`src/common/cpuControl_consts.svh`:
```
`ifndef CPU_CONTROL_CONSTS_SVH
`define CPU_CONTROL_CONSTS_SVH

// Instruction word fields
`define OPCODE_WIDTH       5
`define OPCODE_COND_WIDTH  8

// Status register layout
`define FLAGS_WIDTH        4
`define FLAGS_C            1

// Phase lengths in clock cycles
`define FETCH_STEPS        4
`define MEM_EXE_STEPS      5
`define JMP_EXE_STEPS      2

`endif
```
`src/common/cpuControlPkg.sv`:
```
`include "cpuControl_consts.svh"

package cpuControlPkg;

   typedef enum logic [`OPCODE_WIDTH-1:0] {
      ADD, ADDI, ADDIB, ADC,     // 0 to 3
      SUB, SUBI, SUBIB,          // 4 to 6
      CMP, CMPI,                 // 7 and 8
      AND, OR, XOR, NOT,         // 9 to 12
      NAND, NOR, LSL, LSR,       // 13 to 16
      LUI, LLI,                  // 17 and 18
      LDW, STW,                  // 19 and 20
      JMP, RET                   // 21 and 22 with 23 to 31 unassigned
   } opcode_t;

   typedef enum logic [3:0] {
      FnNOP, FnADD, FnADC, FnSUB,
      FnAND, FnOR, FnXOR, FnNOT,
      FnNAND, FnNOR, FnLSL, FnLSR,
      FnIMM, FnMEM
   } aluFunction_t;

   typedef enum logic {Op1Rd1} op1Select_t;
   typedef enum logic {Op2Imm, Op2Rd2} op2Select_t;
   typedef enum logic {ImmLong, ImmShort} immSelect_t;
   typedef enum logic {WdAlu, WdSys} wdSelect_t;   // Register write data source
   typedef enum logic {Rs1Ra, Rs1Rd} rs1Select_t;
   typedef enum logic {Pc1, PcSysbus} pcSelect_t;  // PC increment or load from bus
   typedef enum logic {LrSys} lrSelect_t;

   typedef enum logic {Fetch, Execute} majorPhase_t;
   typedef logic [$clog2(`MEM_EXE_STEPS)-1:0] step_t;

   typedef struct packed {
      majorPhase_t major;
      step_t       step;   // Counts from 0 within each phase
   } phase_t;

   typedef struct packed {
      aluFunction_t AluOp;
      op1Select_t   Op1Sel;
      op2Select_t   Op2Sel;
      immSelect_t   ImmSel;
      logic         AluEn;   // ALU result onto system bus
      logic         AluWe;   // ALU output register load
   } aluCtl_t;

   typedef struct packed {
      logic       RegWe;
      wdSelect_t  WdSel;
      rs1Select_t Rs1Sel;
      logic       LrWe;
      lrSelect_t  LrSel;
      logic       PcWe;
      logic       PcEn;      // PC onto system bus
      pcSelect_t  PcSel;
      logic       IrWe;
   } regCtl_t;

   typedef struct packed {
      logic MemEn;   // Pad direction control
      logic nWE;
      logic nOE;
      logic nME;
      logic ENB;
      logic ALE;
   } busCtl_t;

endpackage

```
`src/source/cpuControl.sv`:
```
`timescale 1ns/1ps
`include "cpuControl_consts.svh"

module cpuControl (
   input  logic [`OPCODE_COND_WIDTH-1:0] OpcodeCondIn,
   input  logic [`FLAGS_WIDTH-1:0]       Flags,
   input  logic                          Clock,
   input  logic                          nReset,
   output cpuControlPkg::aluCtl_t        AluCtl,
   output cpuControlPkg::regCtl_t        RegCtl,
   output cpuControlPkg::busCtl_t        BusCtl,
   output logic                          CFlag
);

   cpuControlPkg::opcode_t opcode;
   cpuControlPkg::phase_t  phase;

   // Branch condition bits below the opcode are not decoded
   assign opcode = cpuControlPkg::opcode_t'(
      OpcodeCondIn[`OPCODE_COND_WIDTH-1 -: `OPCODE_WIDTH]);

   phaseSequencer sequencer (
      .Opcode (opcode),
      .Clock  (Clock),
      .nReset (nReset),
      .Phase  (phase)
   );

   controlDecoder decoder (
      .Phase  (phase),
      .Opcode (opcode),
      .Flags  (Flags),
      .Clock  (Clock),
      .nReset (nReset),
      .AluCtl (AluCtl),
      .RegCtl (RegCtl),
      .BusCtl (BusCtl),
      .CFlag  (CFlag)
   );

endmodule

```
`src/decoder/controlDecoder.sv`:
```
`timescale 1ns/1ps
`include "cpuControl_consts.svh"

module controlDecoder (
   input  cpuControlPkg::phase_t  Phase,
   input  cpuControlPkg::opcode_t Opcode,
   input  logic [`FLAGS_WIDTH-1:0] Flags,
   input  logic                   Clock,
   input  logic                   nReset,
   output cpuControlPkg::aluCtl_t AluCtl,
   output cpuControlPkg::regCtl_t RegCtl,
   output cpuControlPkg::busCtl_t BusCtl,
   output logic                   CFlag
);

   logic [`FLAGS_WIDTH-1:0] statusReg;
   logic                    statusRegWe;

   always_ff @(posedge Clock or negedge nReset) begin
      if (!nReset)
         statusReg <= '0;
      else if (statusRegWe)
         statusReg <= Flags;   // ALU flags of the op just executed
   end

   assign CFlag = statusReg[`FLAGS_C];

   always_comb begin
      AluCtl.AluOp  = cpuControlPkg::FnNOP;
      AluCtl.Op1Sel = cpuControlPkg::Op1Rd1;
      AluCtl.Op2Sel = cpuControlPkg::Op2Imm;
      AluCtl.ImmSel = cpuControlPkg::ImmLong;
      AluCtl.AluEn  = 1'b0;
      AluCtl.AluWe  = 1'b0;
      RegCtl.RegWe  = 1'b0;
      RegCtl.WdSel  = cpuControlPkg::WdAlu;
      RegCtl.Rs1Sel = cpuControlPkg::Rs1Ra;
      RegCtl.LrWe   = 1'b0;
      RegCtl.LrSel  = cpuControlPkg::LrSys;
      RegCtl.PcWe   = 1'b0;
      RegCtl.PcEn   = 1'b0;
      RegCtl.PcSel  = cpuControlPkg::Pc1;
      RegCtl.IrWe   = 1'b0;
      BusCtl        = '0;
      statusRegWe   = 1'b0;
      if (Phase.major == cpuControlPkg::Fetch) begin
         case (Phase.step)
            3'd0: begin   // PC out, address latched
               BusCtl.ALE  = 1'b1;
               BusCtl.nME  = 1'b1;
               BusCtl.nWE  = 1'b1;
               BusCtl.nOE  = 1'b1;
               RegCtl.PcEn = 1'b1;
            end
            3'd1: begin
               BusCtl.nWE   = 1'b1;
               BusCtl.MemEn = 1'b1;
            end
            3'd2: begin
               BusCtl.MemEn = 1'b1;
               BusCtl.ENB   = 1'b1;
               BusCtl.nWE   = 1'b1;
            end
            3'd3: begin   // Instruction word captured
               BusCtl.nME   = 1'b1;
               BusCtl.nWE   = 1'b1;
               BusCtl.MemEn = 1'b1;
               RegCtl.IrWe  = 1'b1;
            end
            default: ;
         endcase
      end else begin
         case (Phase.step)
            3'd0: begin
               case (Opcode)
                  cpuControlPkg::ADD, cpuControlPkg::ADDI, cpuControlPkg::ADDIB,
                  cpuControlPkg::ADC, cpuControlPkg::SUB, cpuControlPkg::SUBI,
                  cpuControlPkg::SUBIB, cpuControlPkg::CMP, cpuControlPkg::CMPI,
                  cpuControlPkg::AND, cpuControlPkg::OR, cpuControlPkg::XOR,
                  cpuControlPkg::NOT, cpuControlPkg::NAND, cpuControlPkg::NOR,
                  cpuControlPkg::LSL, cpuControlPkg::LSR: begin
                     BusCtl.nME  = 1'b1;
                     RegCtl.PcEn = 1'b1;
                     RegCtl.PcWe = 1'b1;
                     statusRegWe = 1'b1;
                  end
                  cpuControlPkg::LUI, cpuControlPkg::LLI: begin
                     BusCtl.nME    = 1'b1;
                     AluCtl.AluOp  = cpuControlPkg::FnIMM;
                     AluCtl.AluEn  = 1'b1;
                     RegCtl.RegWe  = 1'b1;
                     RegCtl.PcWe   = 1'b1;
                  end
                  cpuControlPkg::RET: begin   // Return address from bus
                     BusCtl.nME   = 1'b1;
                     RegCtl.LrWe  = 1'b1;
                     RegCtl.PcEn  = 1'b1;
                     RegCtl.PcSel = cpuControlPkg::PcSysbus;
                  end
                  cpuControlPkg::LDW, cpuControlPkg::STW, cpuControlPkg::JMP: begin
                     // Target address computed first
                     AluCtl.AluOp  = cpuControlPkg::FnADD;
                     AluCtl.ImmSel = cpuControlPkg::ImmShort;
                     AluCtl.AluWe  = 1'b1;
                     if (Opcode != cpuControlPkg::JMP) begin
                        BusCtl.nME   = 1'b1;
                        AluCtl.AluEn = 1'b1;
                     end
                  end
                  default: ;   // Unassigned codes idle for one step
               endcase
               case (Opcode)
                  cpuControlPkg::ADD, cpuControlPkg::ADDI, cpuControlPkg::ADDIB:
                     AluCtl.AluOp = cpuControlPkg::FnADD;
                  cpuControlPkg::ADC:
                     AluCtl.AluOp = cpuControlPkg::FnADC;
                  cpuControlPkg::SUB, cpuControlPkg::SUBI, cpuControlPkg::SUBIB,
                  cpuControlPkg::CMP, cpuControlPkg::CMPI:
                     AluCtl.AluOp = cpuControlPkg::FnSUB;
                  cpuControlPkg::AND: AluCtl.AluOp = cpuControlPkg::FnAND;
                  cpuControlPkg::OR: AluCtl.AluOp = cpuControlPkg::FnOR;
                  cpuControlPkg::XOR: AluCtl.AluOp = cpuControlPkg::FnXOR;
                  cpuControlPkg::NOT: AluCtl.AluOp = cpuControlPkg::FnNOT;
                  cpuControlPkg::NAND: AluCtl.AluOp = cpuControlPkg::FnNAND;
                  cpuControlPkg::NOR: AluCtl.AluOp = cpuControlPkg::FnNOR;
                  cpuControlPkg::LSL: AluCtl.AluOp = cpuControlPkg::FnLSL;
                  cpuControlPkg::LSR: AluCtl.AluOp = cpuControlPkg::FnLSR;
                  default: ;
               endcase
               case (Opcode)   // Operand sources
                  cpuControlPkg::ADD, cpuControlPkg::SUB, cpuControlPkg::CMP,
                  cpuControlPkg::AND, cpuControlPkg::OR, cpuControlPkg::XOR,
                  cpuControlPkg::NAND, cpuControlPkg::NOR:
                     AluCtl.Op2Sel = cpuControlPkg::Op2Rd2;
                  cpuControlPkg::ADDI, cpuControlPkg::SUBI, cpuControlPkg::CMPI,
                  cpuControlPkg::LSL, cpuControlPkg::LSR:
                     AluCtl.ImmSel = cpuControlPkg::ImmShort;
                  cpuControlPkg::ADDIB, cpuControlPkg::SUBIB:
                     RegCtl.Rs1Sel = cpuControlPkg::Rs1Rd;
                  default: ;
               endcase
               case (Opcode)   // Arithmetic results written back
                  cpuControlPkg::ADD, cpuControlPkg::ADDI, cpuControlPkg::ADDIB,
                  cpuControlPkg::ADC, cpuControlPkg::SUB, cpuControlPkg::SUBI,
                  cpuControlPkg::SUBIB:
                     RegCtl.RegWe = 1'b1;
                  default: ;
               endcase
            end
            3'd1: begin
               case (Opcode)
                  cpuControlPkg::JMP: begin   // Jump target into PC
                     AluCtl.AluEn = 1'b1;
                     RegCtl.LrWe  = 1'b1;
                     RegCtl.PcWe  = 1'b1;
                  end
                  cpuControlPkg::LDW, cpuControlPkg::STW: begin
                     AluCtl.AluOp  = cpuControlPkg::FnADD;
                     AluCtl.ImmSel = cpuControlPkg::ImmShort;
                     AluCtl.AluEn  = 1'b1;
                     BusCtl.nME    = 1'b1;
                     BusCtl.ALE    = 1'b1;   // Data address latched
                     BusCtl.nWE    = 1'b1;
                     BusCtl.nOE    = 1'b1;
                  end
                  default: ;
               endcase
            end
            3'd2: begin
               if (Opcode == cpuControlPkg::LDW || Opcode == cpuControlPkg::STW) begin
                  AluCtl.AluOp  = cpuControlPkg::FnMEM;   // Rd passes through
                  AluCtl.AluWe  = 1'b1;
                  AluCtl.AluEn  = 1'b1;
                  RegCtl.Rs1Sel = cpuControlPkg::Rs1Rd;
                  BusCtl.nWE    = 1'b1;
                  BusCtl.MemEn  = (Opcode == cpuControlPkg::LDW);
                  BusCtl.nOE    = (Opcode == cpuControlPkg::STW);
               end
            end
            3'd3: begin
               case (Opcode)
                  cpuControlPkg::LDW: begin
                     BusCtl.MemEn = 1'b1;
                     BusCtl.ENB   = 1'b1;
                     BusCtl.nWE   = 1'b1;
                  end
                  cpuControlPkg::STW: begin   // Store data held on bus
                     AluCtl.AluEn = 1'b1;
                     BusCtl.nOE   = 1'b1;
                  end
                  default: ;
               endcase
            end
            3'd4: begin
               case (Opcode)
                  cpuControlPkg::LDW: begin   // Load data into Rd
                     RegCtl.PcWe  = 1'b1;
                     RegCtl.WdSel = cpuControlPkg::WdSys;
                     RegCtl.RegWe = 1'b1;
                     BusCtl.nME   = 1'b1;
                     BusCtl.nWE   = 1'b1;
                     BusCtl.MemEn = 1'b1;
                  end
                  cpuControlPkg::STW: begin
                     RegCtl.PcWe  = 1'b1;
                     AluCtl.AluEn = 1'b1;
                     BusCtl.nOE   = 1'b1;
                     BusCtl.nME   = 1'b1;
                  end
                  default: ;
               endcase
            end
            default: ;
         endcase
      end
   end

   // Instruction register loads once per instruction, at the end of fetch
   irWeInFetch: assert property (
      @(posedge Clock) disable iff (!nReset)
      RegCtl.IrWe |-> (Phase.major == cpuControlPkg::Fetch && Phase.step == 3'd3)
   ) else $error("IrWe outside fetch step 3");

   regAluWeExclusive: assert property (
      @(posedge Clock) disable iff (!nReset)
      !(RegCtl.RegWe && AluCtl.AluWe)
   ) else $error("RegWe and AluWe high together");

endmodule

```
`src/sequencer/phaseSequencer.sv`:
```
`timescale 1ns/1ps
`include "cpuControl_consts.svh"

module phaseSequencer (
   input  cpuControlPkg::opcode_t Opcode,
   input  logic                   Clock,
   input  logic                   nReset,
   output cpuControlPkg::phase_t  Phase
);

   cpuControlPkg::step_t lastExeStep;
   cpuControlPkg::step_t lastStep;

   // Execute length depends on the opcode held in the instruction register
   always_comb begin
      case (Opcode)
         cpuControlPkg::JMP:
            lastExeStep = cpuControlPkg::step_t'(`JMP_EXE_STEPS - 1);
         cpuControlPkg::LDW,
         cpuControlPkg::STW:
            lastExeStep = cpuControlPkg::step_t'(`MEM_EXE_STEPS - 1);
         default:
            lastExeStep = '0;   // Single step ops and unassigned codes
      endcase
   end

   assign lastStep = (Phase.major == cpuControlPkg::Fetch) ?
                     cpuControlPkg::step_t'(`FETCH_STEPS - 1) : lastExeStep;

   always_ff @(posedge Clock or negedge nReset) begin
      if (!nReset) begin
         Phase.major <= cpuControlPkg::Fetch;
         Phase.step  <= '0;
      end else if (Phase.step == lastStep) begin
         if (Phase.major == cpuControlPkg::Fetch)
            Phase.major <= cpuControlPkg::Execute;
         else
            Phase.major <= cpuControlPkg::Fetch;
         Phase.step <= '0;   // Every phase restarts at step 0
      end else begin
         Phase.step <= Phase.step + 1'b1;
      end
   end

   stepInRange: assert property (
      @(posedge Clock) disable iff (!nReset)
      Phase.step <= cpuControlPkg::step_t'(`MEM_EXE_STEPS - 1)
   ) else $error("Phase step %0d out of range", Phase.step);

   // Fetch runs all four steps and then hands over to execute
   fetchLength: assert property (
      @(posedge Clock) disable iff (!nReset)
      (Phase.major == cpuControlPkg::Fetch && Phase.step == 3'd0) |=>
         (Phase.major == cpuControlPkg::Fetch && Phase.step == 3'd1) ##1
         (Phase.major == cpuControlPkg::Fetch && Phase.step == 3'd2) ##1
         (Phase.major == cpuControlPkg::Fetch && Phase.step == 3'd3) ##1
         (Phase.major == cpuControlPkg::Execute && Phase.step == 3'd0)
   ) else $error("Fetch did not last four steps");

endmodule

```
`config.mk`:
```
export PLATFORM = sky130hd
export DESIGN_NAME = cpuControl
export DESIGN_NICKNAME = d
export VERILOG_FILES = /design/src/common/cpuControlPkg.sv /design/src/source/cpuControl.sv /design/src/decoder/controlDecoder.sv /design/src/sequencer/phaseSequencer.sv
export VERILOG_INCLUDE_DIRS = /design/src /design/src/common
export SDC_FILE = /design/constraint.sdc
export NUM_CORES = 1
export LEC_CHECK = 0
export BUFFER_PORTS_ARGS = -buffer_cell sky130_fd_sc_hd__buf_2
export CAP_MARGIN = 10
export CORE_UTILIZATION = 37
export DETAILED_ROUTE_END_ITERATION = 10
export GPL_TIMING_DRIVEN = 0
export MAX_ROUTING_LAYER = met4
export SKIP_LAST_GASP = 1
export SYNTH_ARGS = -nofsm -noshare
export SYNTH_HDL_FRONTEND = slang
export SYNTH_SLANG_ARGS = --single-unit
```
`constraint.sdc`:
```
create_clock -name Clock -period 2.64 [get_ports Clock]
set_clock_uncertainty 0.15 [all_clocks]
set_input_delay 0.132 -clock Clock [delete_from_list [all_inputs] [get_ports Clock]]
set_output_delay 0.132 -clock Clock [all_outputs]
set_load 0.03 [all_outputs]
```
### Word level (Yosys, flattened, before mapping)

Cells that the tools add are included.

* add/subtract/negate cells: 1
* eq/ne operators: 28
* multiplexer cells: 62
* reduce and logical (&&, ||, !) cells: 20

Operator list (count)
* one-hot mux 4 bit (11 select lines): 1
* == test 5 x 4 -> 1 bit (second input constant): 8
* == test 5 bit (second input constant): 7
* two-way mux 1 bit: 34
* == test 5 x 3 -> 1 bit (second input constant): 4
* OR reduction 20 bit: 1
* OR reduction 19 bit: 1
* OR reduction 18 bit: 1
* OR reduction 17 bit: 1
* two-way mux 4 bit: 4
* one-hot mux 1 bit (2 select lines): 8
* two-way mux 3 bit: 4
* one-hot mux 4 bit (3 select lines): 1
* == test 5 x 2 -> 1 bit (second input constant): 2
* OR reduction 2 bit: 5
* OR reduction 5 bit: 2
* OR reduction 3 bit: 3
* one-hot mux 4 bit (2 select lines): 1
* OR reduction 8 bit: 1
* OR reduction 7 bit: 1
* == test 3 x 2 -> 1 bit (second input constant): 2
* two-way mux 2 bit: 3
* two-way mux 6 bit: 1
* one-hot mux 1 bit (3 select lines): 2
* other kinds (13): 13

* register bits: 6
* bits of input ports: 14
* output and inout bits: 25
* logic and storage cells: 114

### Depth between registers and ports, before layout

* word-level depth: 6
* depth in mapped cells: 9
* depth with buffers taken out: 6

### By module

From an unflattened synthesis, not the netlist that was laid out.

* cell total of the unflattened synthesis: 168
* area total of the unflattened synthesis: 1178.6 um^2

Modules (own cells, without submodules)
* controlDecoder: instances 1, cells each 146, area each 939.7 um^2, seq. area each 25.0 um^2
* phaseSequencer: instances 1, cells each 22, area each 239.0 um^2, seq. area each 100.1 um^2

### Least setup slack after synthesis

No wires, ideal clock.

* kind: register to output
* from: reg sequencer.Phase[0] (netlist name)
* to: out RegCtl[5] (netlist name)
* arrival: 2.486 ns
* data required time: 2.358 ns
* setup slack: -0.128 ns
* cell stages (with the launch flop): 10
* path buffers: 3
* path through: dfrtp_1 clkbuf_1 inv_1 ha_1 clkbuf_2 nor2b_1 clkbuf_1 nand2_1 nor4_2 a41o_1

RTL lines
* to (decl): RTL line cpuControl.sv:10 `output cpuControlPkg::regCtl_t RegCtl,`

==> out/metrics.cfg <==
[outcome]
status=completed

[worst_setup_path]
arrival_time_at_the_worst_endpoint_ps=2210
rrSetupSlack_ps=560
worstRegToRegCells=8
worst_setup_path_startpoint=sequencer.Phase[1]
startpoint_kind_of_the_worst_setup_timing_path=flop
worst-path-max-fanout=9
worst_r2r_startpoint=sequencer.Phase[1]
timing.critical_path.to_type=output pin
critical_path_type=reg -> out
critPathCapture=RegCtl[5]
worst_reg2reg_path_endpoint=decoder.statusReg[1]
worst_ep_required_time_ps=2360

[route]
drt-pass1-iter-count=4
avgRoutedWirePerCell_microns=14.3
route.detailed.drc=0
drt.antenna.violating_nets=0
routed_via_density=5.71
drtIter0Drc=58
routed_wl_microns=3090
num_vias=1238

[final_layout]
insertedDiodeCount=0
layout-area-overhead-vs-synth_pct=24.8
final_layout_size_suffix_gt1_share_pct=25.7
layout_commonest_cell=buf_2
post-route-util_pct=50.4
instances_no_fill=217
post_layout_instance_area_sq_um=1280
layout_common_cells=buf_2, nor2_1, o21ai_0, a21oi_1
final_nets=207

[floorplan]
die_area_sq_um=2990
die_width_microns=54.7
die_height_microns=54.7
design.portCount=39
fp-row-count=18
core_sq_um=2540
initial_utilization_pct=40.4

[synthesis]
syn-cell-area_sq_um=1030
synth-xor-area-share_pct=5.12
synth-main-ff-cell=dfrtp_1
synth_seq_cells=5
yosysSeqAreaShare_pct=12.2
postSynthAreaPerCell_sq_um=6.80
netlist.top_cell.by_area=dfrtp_1
netlist_top_cells_area=dfrtp_1, ha_1, o21ai_0
synth.lib_cells_used.distinct=44
synth_enable_flop_cells=0
post-synth-top-area-fraction_pct=12.2
synthCells=151
asyncSetResetFlopFracSynth_pct=100
post_synth_fa_ha_maj_area_fraction_pct=6.09
synth_top_family_by_area=compound AO/OA/AOI/OAI gates
post_synth_and_or_nand_nor_area_fraction_pct=29.8
compound_cell_area_share_of_the_yosys_netlist_pct=32.9
ys.warnings.count=0
synth_mux_area_share_pct=3.05

[clock_network]
clock_tree.root_cell=clkbuf_4
cts_max_level=1
cts.sinks=5
clkTransAtPathRegs_ps=40
worst_skew_pair.late_latency_ps=230
tritoncts=yes
clock_tree.buffer_depth=2
cts_buffers=3

[timing]
final.setup.tns_ps=0
period_needed_ps=2490
max-slew-margin-rel_pct=65.1
finalSetupViolations=0
rsz_0062_raised_after_global_routing=no
worstMarginPinSlew_ps=524
number_of_pins_exceeding_their_max_slew_limit_in_the_final_report=0
finalCritPeriodShare_pct=94.2
fmax_mhz=402
finalHoldViolCount=0

[global_routing]
grt-ovfl-total=0
via_count_of_the_first_global_routing_pass=1066
grt_start_max_net_pins=11
grt_antenna_before_repair=0
grt_pass1_wl_microns=5000
global_route.usage.total_pct=23.9

[placement]
input_output_buffers=29
place.gp.congestion=0.934
dp.cells=211
hpwlAfterDp_microns=2370
placedInstanceArea_sq_um=1220

[hold_path]
holdCritPathClass=in -> async

[power]
total_leakage_power_nw=0.590
power.density_cell_area_nw_per_um2=945
vdd_drop_max_mv=0.718
fin_total_pwr_mw=1.21

[flow_run]
max_cap_viol_count=0

## per-layer routing
| layer | share of wire, % | global-route usage (%) | up-vias |
|---|---|---|---|
| li1 | - | - | 619 |
| met1 | 48 | 33.7 | 567 |
| met2 | 45 | 33.7 | 50 |
| met3 | 5.9 | 3.61 | 2 |
| met4 | 0.42 | 8.55 | 0 |
| met5 | 0 | - | - |
## metrics by stage
stage,hold slack (ps),setup slack [ps]
2_1_floorplan,-314,78.1
3_3_place_gp,-201,12.3
3_5_place_dp,-200,-20.4
4_1_cts,78.2,15.8
5_1_grt,87.7,5.26
6_report,84.6,153
## power breakdown
group,internal [mW],switching (mW)
clock network,0.0569,0.0277
registers,0.119,0.0427
logic,0.311,0.656
## what timing repair did
item                                    in CTS  in global routing
endpoints found under the setup margin       4                  7
gates cloned                                 0                  0
resized for setup                            2                  4
endpoints found under the hold margin        6                  0
hold buffers                                 2                  0
pin swaps                                    1                  1
buffers inserted                             0                  1
## sequential cells by signal, indices dropped and copies added (netlist names)
| signal | cells |
|---|---|
| sequencer.Phase | 4 |
| decoder.statusReg | 1 |
## cell families after synthesis
| family | count (synthesis) |
|---|---|
| AND/OR/NAND/NOR | 58 |
| AO/OA/AOI/OAI | 48 |
| buffers and inverters | 25 |
| XOR/XNOR | 6 |
| adder cells (fa/ha/maj) | 5 |
| flip-flops | 5 |
| multiplexers | 3 |
| other | 1 |
## worst max-delay path, stage by stage, from the launching register on
cell and delay, ps:
dfrtp_1 440, inv_1 100, ha_1 130, buf_2 180, nor2b_1 160, clkbuf_4 200, nand2_2 100, nor4_4 340
a41o_1 130, clkbuf_4 180
## cells in the mapped netlist (2+ instances only)
master / instances
nor4_1: 3
xnor2_1: 5
nor2b_1: 5
clkbuf_1: 8
a41o_1: 2
nand2b_1: 4
buf_4: 2
nand3_1: 2
buf_2: 4
nor2_1: 14
nand2_1: 10
a311oi_1: 2
o22ai_1: 3
ha_1: 5
mux2i_1: 2
a21oi_1: 10
nor3_1: 7
dfrtp_1: 5
and3_1: 6
a211oi_1: 3
a31oi_1: 8
inv_1: 9
o21ai_0: 11
## worst min-delay path by stage
stage / cells past startpoint / to / slack, ps
final: 2 / sequencer.Phase[3] / 80
after global routing: 2 / sequencer.Phase[3] / 90
after CTS: 2 / sequencer.Phase[3] / 80
after detailed placement: 1 / sequencer.Phase[0] / -200
after global placement: 1 / sequencer.Phase[0] / -200
after floorplan: 0 / decoder.statusReg[1] / -310
## area by class of cell
| cell class | instances | area, sq um |
|---|---|---|
| Timing Repair Buffer | 32 | 175 |
| Sequential cell | 5 | 126 |
| Buffer | 14 | 70.1 |
| Clock buffer | 4 | 26.3 |
| Tap cell | 30 | 37.5 |
| Fill cell | 257 | 1260 |
| Inverter | 10 | 37.5 |
| Multi-Input combinational cell | 122 | 810 |
Note: power is estimated with default switching activity, not from simulation.
